$ cat src/eeprom_consts.svh
`ifndef EEPROM_CONSTS_SVH
`define EEPROM_CONSTS_SVH

// CLK cycles per half SCL period
`define EE_SCL_HALF 2

// 24C16 device type identifier
`define EE_DEV_CODE 4'b1010

`define EE_ADDR_W 11
`define EE_DATA_W 8

`endif
$ cat src/eeprom_pkg.sv
package eeprom_pkg;

    // commands from sequencer to byte engine
    typedef enum logic [2:0] {
        cmd_start,
        cmd_stop,
        cmd_write,
        cmd_read_ack,
        cmd_read_nack
    } i2c_cmd_e;

    typedef enum logic [3:0] {
        st_idle,
        st_wr_start,
        st_ctrl_wr,
        st_addr_wr,
        st_data_wr,
        st_rd_start,
        st_ctrl_rd,
        st_data_rd,
        st_stop,
        st_done
    } seq_state_e;

    // first byte after start, device code + block + r/w
    typedef union packed {
        logic [7:0] raw;
        struct packed {
            logic [3:0] dev;
            logic [2:0] block;
            logic       rnw;
        } f;
    } ctrl_byte_u;

endpackage

$ cat src/i2c_bit_if.sv
`timescale 1ns/1ps
`include "eeprom_consts.svh"

interface i2c_bit_if;
    import eeprom_pkg::*;

    logic                  go;       // one cycle, engine idle only
    i2c_cmd_e              cmd;
    logic [`EE_DATA_W-1:0] tx_byte;
    logic                  done;
    logic [`EE_DATA_W-1:0] rx_byte;
    logic                  ack_in;   // high means no acknowledge

    modport seq (
        output go, cmd, tx_byte,
        input  done, rx_byte, ack_in
    );

    modport eng (
        input  go, cmd, tx_byte,
        output done, rx_byte, ack_in
    );

endinterface

$ cat src/eeprom_wr.sv
`timescale 1ns/1ps
`include "eeprom_consts.svh"

module eeprom_wr (
    input  logic                  CLK,
    input  logic                  RESET,
    input  logic                  wr,
    input  logic                  rd,
    input  logic [`EE_ADDR_W-1:0] addr,
    input  logic [`EE_DATA_W-1:0] wdata,
    input  logic                  sda_in,     // resolved line level
    output logic [`EE_DATA_W-1:0] rdata,
    output logic                  ack,
    output logic                  busy,
    output logic                  nack,
    output logic                  scl,
    output logic                  sda_oe      // high pulls SDA low
);

    i2c_bit_if u_bus ();

    eeprom_sequencer u_seq (
        .CLK   (CLK),
        .RESET (RESET),
        .wr    (wr),
        .rd    (rd),
        .addr  (addr),
        .wdata (wdata),
        .rdata (rdata),
        .ack   (ack),
        .busy  (busy),
        .nack  (nack),
        .bus   (u_bus)
    );

    i2c_byte_engine u_eng (
        .CLK    (CLK),
        .RESET  (RESET),
        .sda_in (sda_in),
        .scl    (scl),
        .sda_oe (sda_oe),
        .bus    (u_bus)
    );

endmodule

$ cat src/eeprom_sequencer.sv
`timescale 1ns/1ps
`include "eeprom_consts.svh"

module eeprom_sequencer (
    input  logic                  CLK,
    input  logic                  RESET,
    input  logic                  wr,
    input  logic                  rd,
    input  logic [`EE_ADDR_W-1:0] addr,
    input  logic [`EE_DATA_W-1:0] wdata,
    output logic [`EE_DATA_W-1:0] rdata,
    output logic                  ack,
    output logic                  busy,
    output logic                  nack,
    i2c_bit_if.seq bus
);
    import eeprom_pkg::*;

    seq_state_e            state;
    seq_state_e            nxt;
    ctrl_byte_u            ctrl;
    logic [`EE_ADDR_W-1:0] addr_q;
    logic [`EE_DATA_W-1:0] wdata_q;
    logic                  rd_q;
    logic                  miss;

    // the device answers on every byte we send
    assign miss = bus.done && bus.ack_in &&
                  (state == st_ctrl_wr || state == st_addr_wr ||
                   state == st_data_wr || state == st_ctrl_rd);

    always_comb
    begin
        case (state)
            st_wr_start: nxt = st_ctrl_wr;
            st_ctrl_wr:  nxt = st_addr_wr;
            st_addr_wr:  nxt = rd_q ? st_rd_start : st_data_wr;
            st_data_wr:  nxt = st_stop;
            st_rd_start: nxt = st_ctrl_rd;
            st_ctrl_rd:  nxt = st_data_rd;
            st_data_rd:  nxt = st_stop;
            st_stop:     nxt = st_done;
            default:     nxt = st_idle;
        endcase
        if (miss)
            nxt = st_stop;  // give up, release the bus
    end

    always_comb
    begin
        case (state)
            st_wr_start, st_rd_start: bus.cmd = cmd_start;
            st_data_rd:               bus.cmd = cmd_read_nack;
            st_stop:                  bus.cmd = cmd_stop;
            default:                  bus.cmd = cmd_write;
        endcase
    end

    always_comb
    begin
        ctrl.f.dev = `EE_DEV_CODE;
        ctrl.f.block = addr_q[`EE_ADDR_W-1:8];
        ctrl.f.rnw = (state == st_ctrl_rd);
        case (state)
            st_addr_wr: bus.tx_byte = addr_q[7:0];
            st_data_wr: bus.tx_byte = wdata_q;
            default:    bus.tx_byte = ctrl.raw;
        endcase
    end

    always_ff @(posedge CLK)
    begin
        if (RESET)
        begin
            state <= st_idle;
            bus.go <= 1'b0;
            ack <= 1'b0;
            busy <= 1'b0;
            nack <= 1'b0;
        end
        else
        begin
            bus.go <= 1'b0;
            ack <= 1'b0;
            case (state)
                st_idle:
                begin
                    if (wr || rd)
                    begin
                        state <= st_wr_start;  // reads also start with a dummy write
                        bus.go <= 1'b1;
                        busy <= 1'b1;
                        nack <= 1'b0;
                    end
                end
                st_done:
                begin
                    ack <= 1'b1;
                    busy <= 1'b0;
                    state <= st_idle;
                end
                default:
                begin
                    if (bus.done)
                    begin
                        state <= nxt;
                        bus.go <= (nxt != st_done);
                        if (miss)
                            nack <= 1'b1;
                    end
                end
            endcase
        end
    end

    always_ff @(posedge CLK)
    begin
        if (state == st_idle && (wr || rd))
        begin
            addr_q <= addr;
            wdata_q <= wdata;
            rd_q <= !wr;  // write wins
        end
        if (state == st_data_rd && bus.done)
            rdata <= bus.rx_byte;
    end

endmodule

$ cat src/i2c_byte_engine.sv
`timescale 1ns/1ps
`include "eeprom_consts.svh"

module i2c_byte_engine (
    input  logic CLK,
    input  logic RESET,
    input  logic sda_in,
    output logic scl,
    output logic sda_oe,
    i2c_bit_if.eng bus
);
    import eeprom_pkg::*;

    localparam int HALF = `EE_SCL_HALF;
    localparam int PW = (HALF > 1) ? $clog2(HALF) : 1;
    localparam logic [PW-1:0] PH_LAST = PW'(HALF - 1);
    localparam logic [PW-1:0] PH_MID = PW'((HALF - 1) / 2);

    logic                  active;
    logic                  high_half;
    logic [PW-1:0]         ph_cnt;
    logic [3:0]            bit_cnt;   // 0..7 data, 8 is the ack slot
    logic [`EE_DATA_W-1:0] shreg;
    logic                  is_byte;
    logic                  last_period;

    assign is_byte = (bus.cmd == cmd_write) || (bus.cmd == cmd_read_ack) ||
                     (bus.cmd == cmd_read_nack);
    assign last_period = !is_byte || (bit_cnt == 4'd8);
    assign bus.rx_byte = shreg;

    always_ff @(posedge CLK)
    begin
        if (RESET)
        begin
            active <= 1'b0;
            high_half <= 1'b0;
            ph_cnt <= '0;
            bit_cnt <= '0;
            scl <= 1'b1;
            sda_oe <= 1'b0;
            bus.done <= 1'b0;
            bus.ack_in <= 1'b0;
        end
        else
        begin
            bus.done <= 1'b0;
            if (!active)
            begin
                if (bus.go)
                begin
                    active <= 1'b1;
                    high_half <= 1'b0;
                    ph_cnt <= '0;
                    bit_cnt <= '0;
                    scl <= 1'b0;   // every command opens with a low half
                    shreg <= bus.tx_byte;   // shifts out msb first
                end
            end
            else
            begin
                // data only moves in the middle of the low half
                if (!high_half && ph_cnt == PH_MID)
                begin
                    case (bus.cmd)
                        cmd_start:    sda_oe <= 1'b0;
                        cmd_stop:     sda_oe <= 1'b1;
                        cmd_write:    sda_oe <= (bit_cnt == 4'd8) ? 1'b0 : ~shreg[7];
                        cmd_read_ack: sda_oe <= (bit_cnt == 4'd8);
                        default:      sda_oe <= 1'b0;
                    endcase
                end

                if (ph_cnt != PH_LAST)
                    ph_cnt <= ph_cnt + 1'b1;
                else
                begin
                    ph_cnt <= '0;
                    if (!high_half)
                    begin
                        high_half <= 1'b1;
                        scl <= 1'b1;
                        if (is_byte)
                        begin
                            if (bit_cnt == 4'd8)
                                bus.ack_in <= sda_in;
                            else
                                shreg <= {shreg[`EE_DATA_W-2:0], sda_in};
                        end
                    end
                    else if (last_period)
                    begin
                        active <= 1'b0;
                        bus.done <= 1'b1;
                        case (bus.cmd)
                            cmd_start: sda_oe <= 1'b1;  // SDA falls, SCL high
                            cmd_stop:  sda_oe <= 1'b0;  // SDA rises, SCL high
                            default:   scl <= 1'b0;     // park low between bytes
                        endcase
                    end
                    else
                    begin
                        high_half <= 1'b0;
                        scl <= 1'b0;
                        bit_cnt <= bit_cnt + 4'd1;
                    end
                end
            end
        end
    end

endmodule

$ cat config.mk
export PLATFORM = sky130hd
export DESIGN_NAME = eeprom_wr
export DESIGN_NICKNAME = d
export VERILOG_FILES = /design/src/eeprom_pkg.sv /design/src/i2c_bit_if.sv /design/src/eeprom_wr.sv /design/src/eeprom_sequencer.sv /design/src/i2c_byte_engine.sv
export VERILOG_INCLUDE_DIRS = /design/src
export SDC_FILE = /design/constraint.sdc
export NUM_CORES = 1
export LEC_CHECK = 0
export BUFFER_PORTS_ARGS = -buffer_cell sky130_fd_sc_hd__buf_4
export CAP_MARGIN = 20
export CORE_MARGIN = 4
export CORE_UTILIZATION = 55
export CTS_CLUSTER_DIAMETER = 50
export CTS_CLUSTER_SIZE = 40
export DETAILED_ROUTE_END_ITERATION = 12
export GPL_ROUTABILITY_DRIVEN = 1
export PLACE_DENSITY = 0.83
export SLEW_MARGIN = 15
export SYNTH_ARGS = -nofsm -noshare
export SYNTH_HDL_FRONTEND = slang
export SYNTH_HIERARCHICAL = 1
export SYNTH_SLANG_ARGS = --single-unit
$ cat constraint.sdc
create_clock -name CLK -period 3.1 [get_ports CLK]
set_input_delay 0.31 -clock CLK [delete_from_list [all_inputs] [get_ports CLK]]
set_output_delay 0.31 -clock CLK [all_outputs]
set_load 0.05 [all_outputs]
==> Word-level counts from Yosys, hierarchy flattened <==
Cells that the tools add are included.
{ "op_classes": {"n_reduce_logical": 34, "add_sub_neg": 2, "bitwise_logic": 6, "eq_ne": 23, "mux": 53} }
{ "op_table": {"columns": ["cell", "n"], "rows": [
  ["$mux W8", 6],
  ["$mux W4", 8],
  ["$mux W1", 30],
  ["$pmux W4 S7", 1],
  ["$eq A4 B3 Y1 const B", 4],
  ["$pmux W8 S2", 1],
  ["$eq A4 B4 Y1 const B", 3],
  ["$ne A2 B2 Y1 const B", 6],
  ["$pmux W3 S3", 1],
  ["$eq A4 B2 Y1 const B", 2],
  ["$ne A4 B4 Y1 const B", 2],
  ["$pmux W1 S2", 4],
  ["$pmux W4 S2", 1],
  ["$reduce_and A4 Y1", 2],
  ["$reduce_bool A2 Y1", 4],
  ["$logic_or A1 B1 Y1", 7],
  ["$eq A3 B2 Y1 const B", 2],
  ["$not A1 Y1", 6],
  ["$reduce_and A2 Y1", 3],
  ["$reduce_and A6 Y1", 1],
  ["$reduce_or A2 Y1", 3],
  ["$logic_and A1 B1 Y1", 5],
  ["$reduce_and A5 Y1", 1],
  ["$add A4 B1 Y4 const B", 1],
  ["12 further kinds", 14]
]} }
{ "word_totals": {"wordCells": 136, "output_inout_bits": 13, "in_bits": 24, "reg_bits": 55} }

==> Logic depth before layout (Yosys ltp) <==
{ "depth": {"word_depth": 12, "ltp_mapped": 8, "ltp_nobuf": 7} }

==> Cells and area by module <==
Netlist, hierarchy kept.
{ "by_module_without_submodules": {"columns": ["mod", "instances", "cells_per_inst", "seq_area_each_um2", "area_each_um2"], "rows": [
  ["eeprom_sequencer", 1, 120, 1001.0, 1462.7],
  ["i2c_byte_engine", 1, 89, 460.4, 955.9]
]} }

==> Least setup slack after synthesis <==
Ideal clock, no wire load.
{ "synth_timing": {"path_kind": "register to register", "start": "reg u_seq.state[3]", "end": "reg u_eng.shreg[0], in the netlist u_eng/bus.rx_byte[0] (enable)", "n_path_buf": 1, "t_required_ns": 2.730, "arrival_time_ns": 2.299, "setup_ns": 0.370, "setup_slack_ns": 0.431, "stages_incl_launch_ff": 9, "period_less_slack_ns": 2.669, "path_cell_list": "dfxtp_1 > buf_2 > inv_1 > nor3_1 > a21oi_1 > nor3b_4 > o21a_2 > a21oi_1 > nor2_1"} }
{ "synth_between": {"elab_chain_len": 8, "elab_cells_between_ends": 13, "classes_between": "eq/ne (8); mux (1); reduce/logical (4)"} }
{ "synth_rtl": {"columns": ["item", "line_no", "source"], "rows": [
  ["from (decl)", "eeprom_sequencer.sv:19", "seq_state_e state;"],
  ["from (signal assigned)", "eeprom_sequencer.sv:75", "state <= st_idle;"],
  ["from (signal assigned)", "eeprom_sequencer.sv:90", "state <= st_wr_start;"],
  ["from (signal assigned)", "eeprom_sequencer.sv:100", "state <= st_idle;"],
  ["$eq A4 B1 Y1 / $eq A4 B3 Y1 (equally long branches)", "eeprom_sequencer.sv:51", "case (state)"],
  ["$reduce_or A2 Y1", "eeprom_sequencer.sv:51", null],
  ["$pmux W3 S3 (*)", "eeprom_sequencer.sv:51", null],
  ["named net u_bus.cmd[0]", "i2c_bit_if.sv:8", "i2c_cmd_e cmd;"],
  ["$eq A3 B2 Y1", "i2c_byte_engine.sv:27", "assign is_byte = (bus.cmd == cmd_write) || (bus.cmd == cmd_read_ack) ||"],
  ["$logic_or A1 B1 Y1", "i2c_byte_engine.sv:27", null],
  ["$logic_or A1 B1 Y1 (*)", "i2c_byte_engine.sv:27", null],
  ["$ne A2 B2 Y1 (no line) (*)", null, null],
  ["$reduce_and A6 Y1 (no line) (*)", null, null],
  ["to (signal assigned)", "i2c_byte_engine.sv:57", "shreg <= bus.tx_byte;"],
  ["to (signal assigned)", "i2c_byte_engine.sv:88", "shreg <= {shreg[`EE_DATA_W-2:0], sda_in};"],
  ["to (decl)", "i2c_byte_engine.sv:23", "logic [`EE_DATA_W-1:0] shreg;"]
]} }
Mark *: on every way through the listed nets, which the timed path passes. The rest lies on a longest branch.
A chain may end at the register's enable or synchronous reset.

==> Worst setup path in the final report <==
{ "layout_timing": {"start": "reg u_seq.state[1]", "end": "reg u_eng.bit_cnt[3]"} }
{ "layout_between": {"elab_chain_len": 10, "elab_cells_between_ends": 15, "classes_between": "eq/ne (8); mux (1); reduce/logical (6)"} }
{ "layout_rtl": {"columns": ["item", "line_no", "source"], "rows": [
  ["$eq A4 B1 Y1 / $eq A4 B3 Y1 (equally long branches)", "eeprom_sequencer.sv:51", null],
  ["$reduce_or A2 Y1", "eeprom_sequencer.sv:51", null],
  ["$pmux W3 S3 (*)", "eeprom_sequencer.sv:51", null],
  ["named net u_bus.cmd[0]", "i2c_bit_if.sv:8", null],
  ["$eq A3 B2 Y1", "i2c_byte_engine.sv:27", null],
  ["$logic_or A1 B1 Y1", "i2c_byte_engine.sv:27", null],
  ["$logic_or A1 B1 Y1 (*)", "i2c_byte_engine.sv:27", null],
  ["$logic_not A1 Y1 (*)", "i2c_byte_engine.sv:29", "assign last_period = !is_byte || (bit_cnt == 4'd8);"],
  ["$logic_or A1 B1 Y1 (*)", "i2c_byte_engine.sv:29", null],
  ["$ne A2 B2 Y1 (no line) (*)", null, null],
  ["$reduce_and A4 Y1 (no line) (*)", null, null],
  ["to (signal assigned)", "i2c_byte_engine.sv:105", "bit_cnt <= bit_cnt + 4'd1;"],
  ["to (decl)", "i2c_byte_engine.sv:22", "logic [3:0] bit_cnt;"]
]} }
Marks and branches as above.

==> key figures <==
Yosys
  – Cell taking the most area after synthesis: edfxtp_1
  – Post-synth top flop: edfxtp_1
  – Mapped Area: 2420 µm²
  – Most common cell in the synthesized netlist: edfxtp_1
  – Post-synth top area share: approximately 45%
  – Distinct cells, synth: 51
  – Cells after Synth: ~210
  – Post-synthesis net count: 235
  – Synth area leaders: edfxtp_1, dfxtp_1, mux2_2, nor2_1, a21oi_1
  – Register bit total from synthesis: 55
  – Synth warn: 6
  – Sequential share of the synthesized area: between 60% and 70%
  – Post-synth top cells: edfxtp_1, nor2_1, dfxtp_1
  – Post-synth EDFFs: 36
  – Syn Area/Cell: approximately 12 µm²
  – Asr flop ratio synth: 0%

Critical path
  – CP endpoint: u_eng/bit_cnt[3]
  – R2R setup slack: 0.40 ns
  – CP cell instances: or2_4, nor3_1, buf_4, a21oi_1, and2b_4, o21ai_2, or4_1, a211oi_1
  – Worst-path fanout max: 14
  – Worst EP required: 3.33 ns
  – Reg2reg end: u_eng/bit_cnt[3]
  – Register-to-Register Path Depth: 8
  – Critical Path AT: 2.93 ns
  – Reg2reg start: u_seq/state[1]
  – CP startpoint: u_seq/state[1]
  – Startpoint types: flip-flop
  – Slowest-stage cell, CP: dfxtp_1
  – Critical path class: reg -> reg
  – CP Capture Type: flip-flop
  – Slowest cell delay on critical path: 0.59 ns

Power and ir drop
  – Power per cell area: around 490 nW/µm²
  – Worst vdd ir: between 0.0003 and 0.0004 V
  – Total power: around 1.4 mW
  – Leakage: 1.04 nW

Placed design
  – Placed cell count: between 200 and 300
  – Post-DP HPWL: 3250 µm
  – Post-Place Setup Slack: 0.444 ns
  – GP Congestion: a little under 0.8
  – PortBufs: 36

STA
  – Final setup fails: 0
  – Relative slew slack: 44.3%
  – Post-Route Setup TNS: 0 ns
  – Minimum clock period: roughly 2.7 ns
  – WHS: 0.173 ns
  – RSZ-0062 raised after global routing: false
  – Tcrit/Tclk final: approximately 87%
  – Worst slew pin tran: 0.829 ns
  – Fmax achieved: 371 MHz
  – Final Max Tran Viols: 0
  – Fin. Hold Viols: 0
  – Max Clock Skew: 0.00717 ns
  – Setup ws final: roughly 0.4 ns

Final layout
  – N_diodes: 0
  – Layout Nets: 272
  – Area grow syn2layout: 16.8%
  – Non-Filler Instances: 296
  – Share of layout cells above drive strength 1: between 20% and 30%

Global routing
  – Gr usage total: roughly 18%
  – GRT Residual Overflow: 0
  – Antenna violations before repair: 0
  – Vias in the first global route: 1,576
  – First-pass GRT wire length: 7450 µm
  – Largest net degree at the start of global routing: 23

Detailed routing
  – DR WL/cell: 15.6 µm
  – Antenna-violating nets left: 0
  – DRC errors left: 0
  – Detailed Route WL: 4600 µm
  – Vias: 1,760
  – Vias per std cell: 5.95
  – First-pass iteration count of the detailed router: 5
  – Initial DRC Count: 220

Floorplanning
  – Rows: 23
  – I/O pin count: 37
  – Die Y: 74.3 µm
  – Chip width: 74.3 µm
  – Die ar.: 5520 µm²
  – Initial core utilization: 58.8%
  – Core area: 4120 µm²

Clock tree
  – H-Tree Depth: 2
  – Clock root buffer: clkbuf_8
  – Clk sink count: 55
  – CTS tree: done
  – Max clock buf depth: 2
  – Post-CTS Setup Inserts: 0
  – Number of cells upsized or downsized after cts: 0
  – Clock-pin slew on the worst setup and hold paths: approximately 0.09 ns
  – Num CTS Buffers: 5
  – Cts hold-fix bufs: 0
  – Clock latency on the worst-skew pair: 0.31 ns

Flow run
  – Max-Cap Viols: 0

Status
  – Outcome: complete, no violations

Min path
  – Hold path cells: 1
  – Hold crit path type: in -> reg
[worst min-delay path by stage]
stage                               startpoint          endpoint  slack, ns
after global placement    u_eng/bus.rx_byte[5]    u_seq/rdata[5]       0.43
final                                 wdata[6]  u_seq/wdata_q[6]       0.17
after CTS                             wdata[6]  u_seq/wdata_q[6]       0.16
after floorplan                        addr[0]   u_seq/addr_q[0]       0.41
after global routing                  wdata[0]  u_seq/wdata_q[0]       0.16
after detailed placement  u_eng/bus.rx_byte[5]    u_seq/rdata[5]       0.43
[critical path: cells and delay by family (launching register included)]
kind            cells  cell delay, ns
simple gates        4            1.06
compound gates      3            0.80
buf+inv             1            0.16
flops               1            0.59
[cells by family (layout without fill, tap and decap cells)]
kind of cell / after synthesis / after routing / share of synthesized area, %
DFF: 55 / 55 / 60.4
buffers and inverters: 21 / 58 / 3.36
muxes: 10 / 10 / 4.55
and+or+nand+nor: 74 / 74 / 17.1
adders and majority gates: 2 / 2 / 1.03
AOI/OAI and AO/OA: 47 / 47 / 13.6
[cell type report]
class,instances,area [µm²]
multi-input cells,133,876
clock buffers,5,68.8
well taps,50,62.6
fillers,299,1290
flip-flops and latches,55,1460
inverters,11,41.3
repair buffers,40,300
clock inverters,2,13.8
[cells in the final DEF (no fill, tap or decap), types with 5 or more instances in the layout]
cell / synthesis / final
buf_4: 0 / 40
edfxtp_1: 36 / 36
nor2_1: 21 / 21
dfxtp_1: 19 / 19
nand2_1: 12 / 12
a21oi_1: 11 / 11
inv_1: 10 / 10
mux2_2: 8 / 8
o21ai_0: 8 / 8
nor3_1: 7 / 7
nand2b_1: 6 / 6
clkbuf_8: 0 / 5
nand3_1: 5 / 5
a22oi_1: 5 / 5
[layer usage]
metal  track usage [%]  routed length [µm]
met4              6.72                  95
met5                 0                   0
met3              4.05                 310
met1              24.1                1970
met2              28.1                2230
[registers in the layout, summed over array words and instances, names as in the netlist, 4 cells and up]
signal             flops
u_eng/bit_cnt          4
u_eng/bus.rx_byte      8
u_seq/wdata_q          8
u_seq/rdata            8
u_seq/addr_q          11
u_seq/state            4
[through the flow]
stage / utilization (%) / area (µm²)
floorplan: - / 2420
global placement: 66.6 / 2740
detailed placement: 66.6 / 2740
CTS: 68.6 / 2820
global route: 68.6 / 2820
finish: 68.6 / 2820
[power by group]
part | switching, mW | internal, mW | total (mW) | leakage [nW]
logic | 0.0899 | 0.0637 | 0.154 | 0.506
clock network | 0.224 | 0.155 | 0.379 | 0.0440
registers | 0.0177 | 0.831 | 0.849 | 0.495
(Power assumes the default switching activity.)
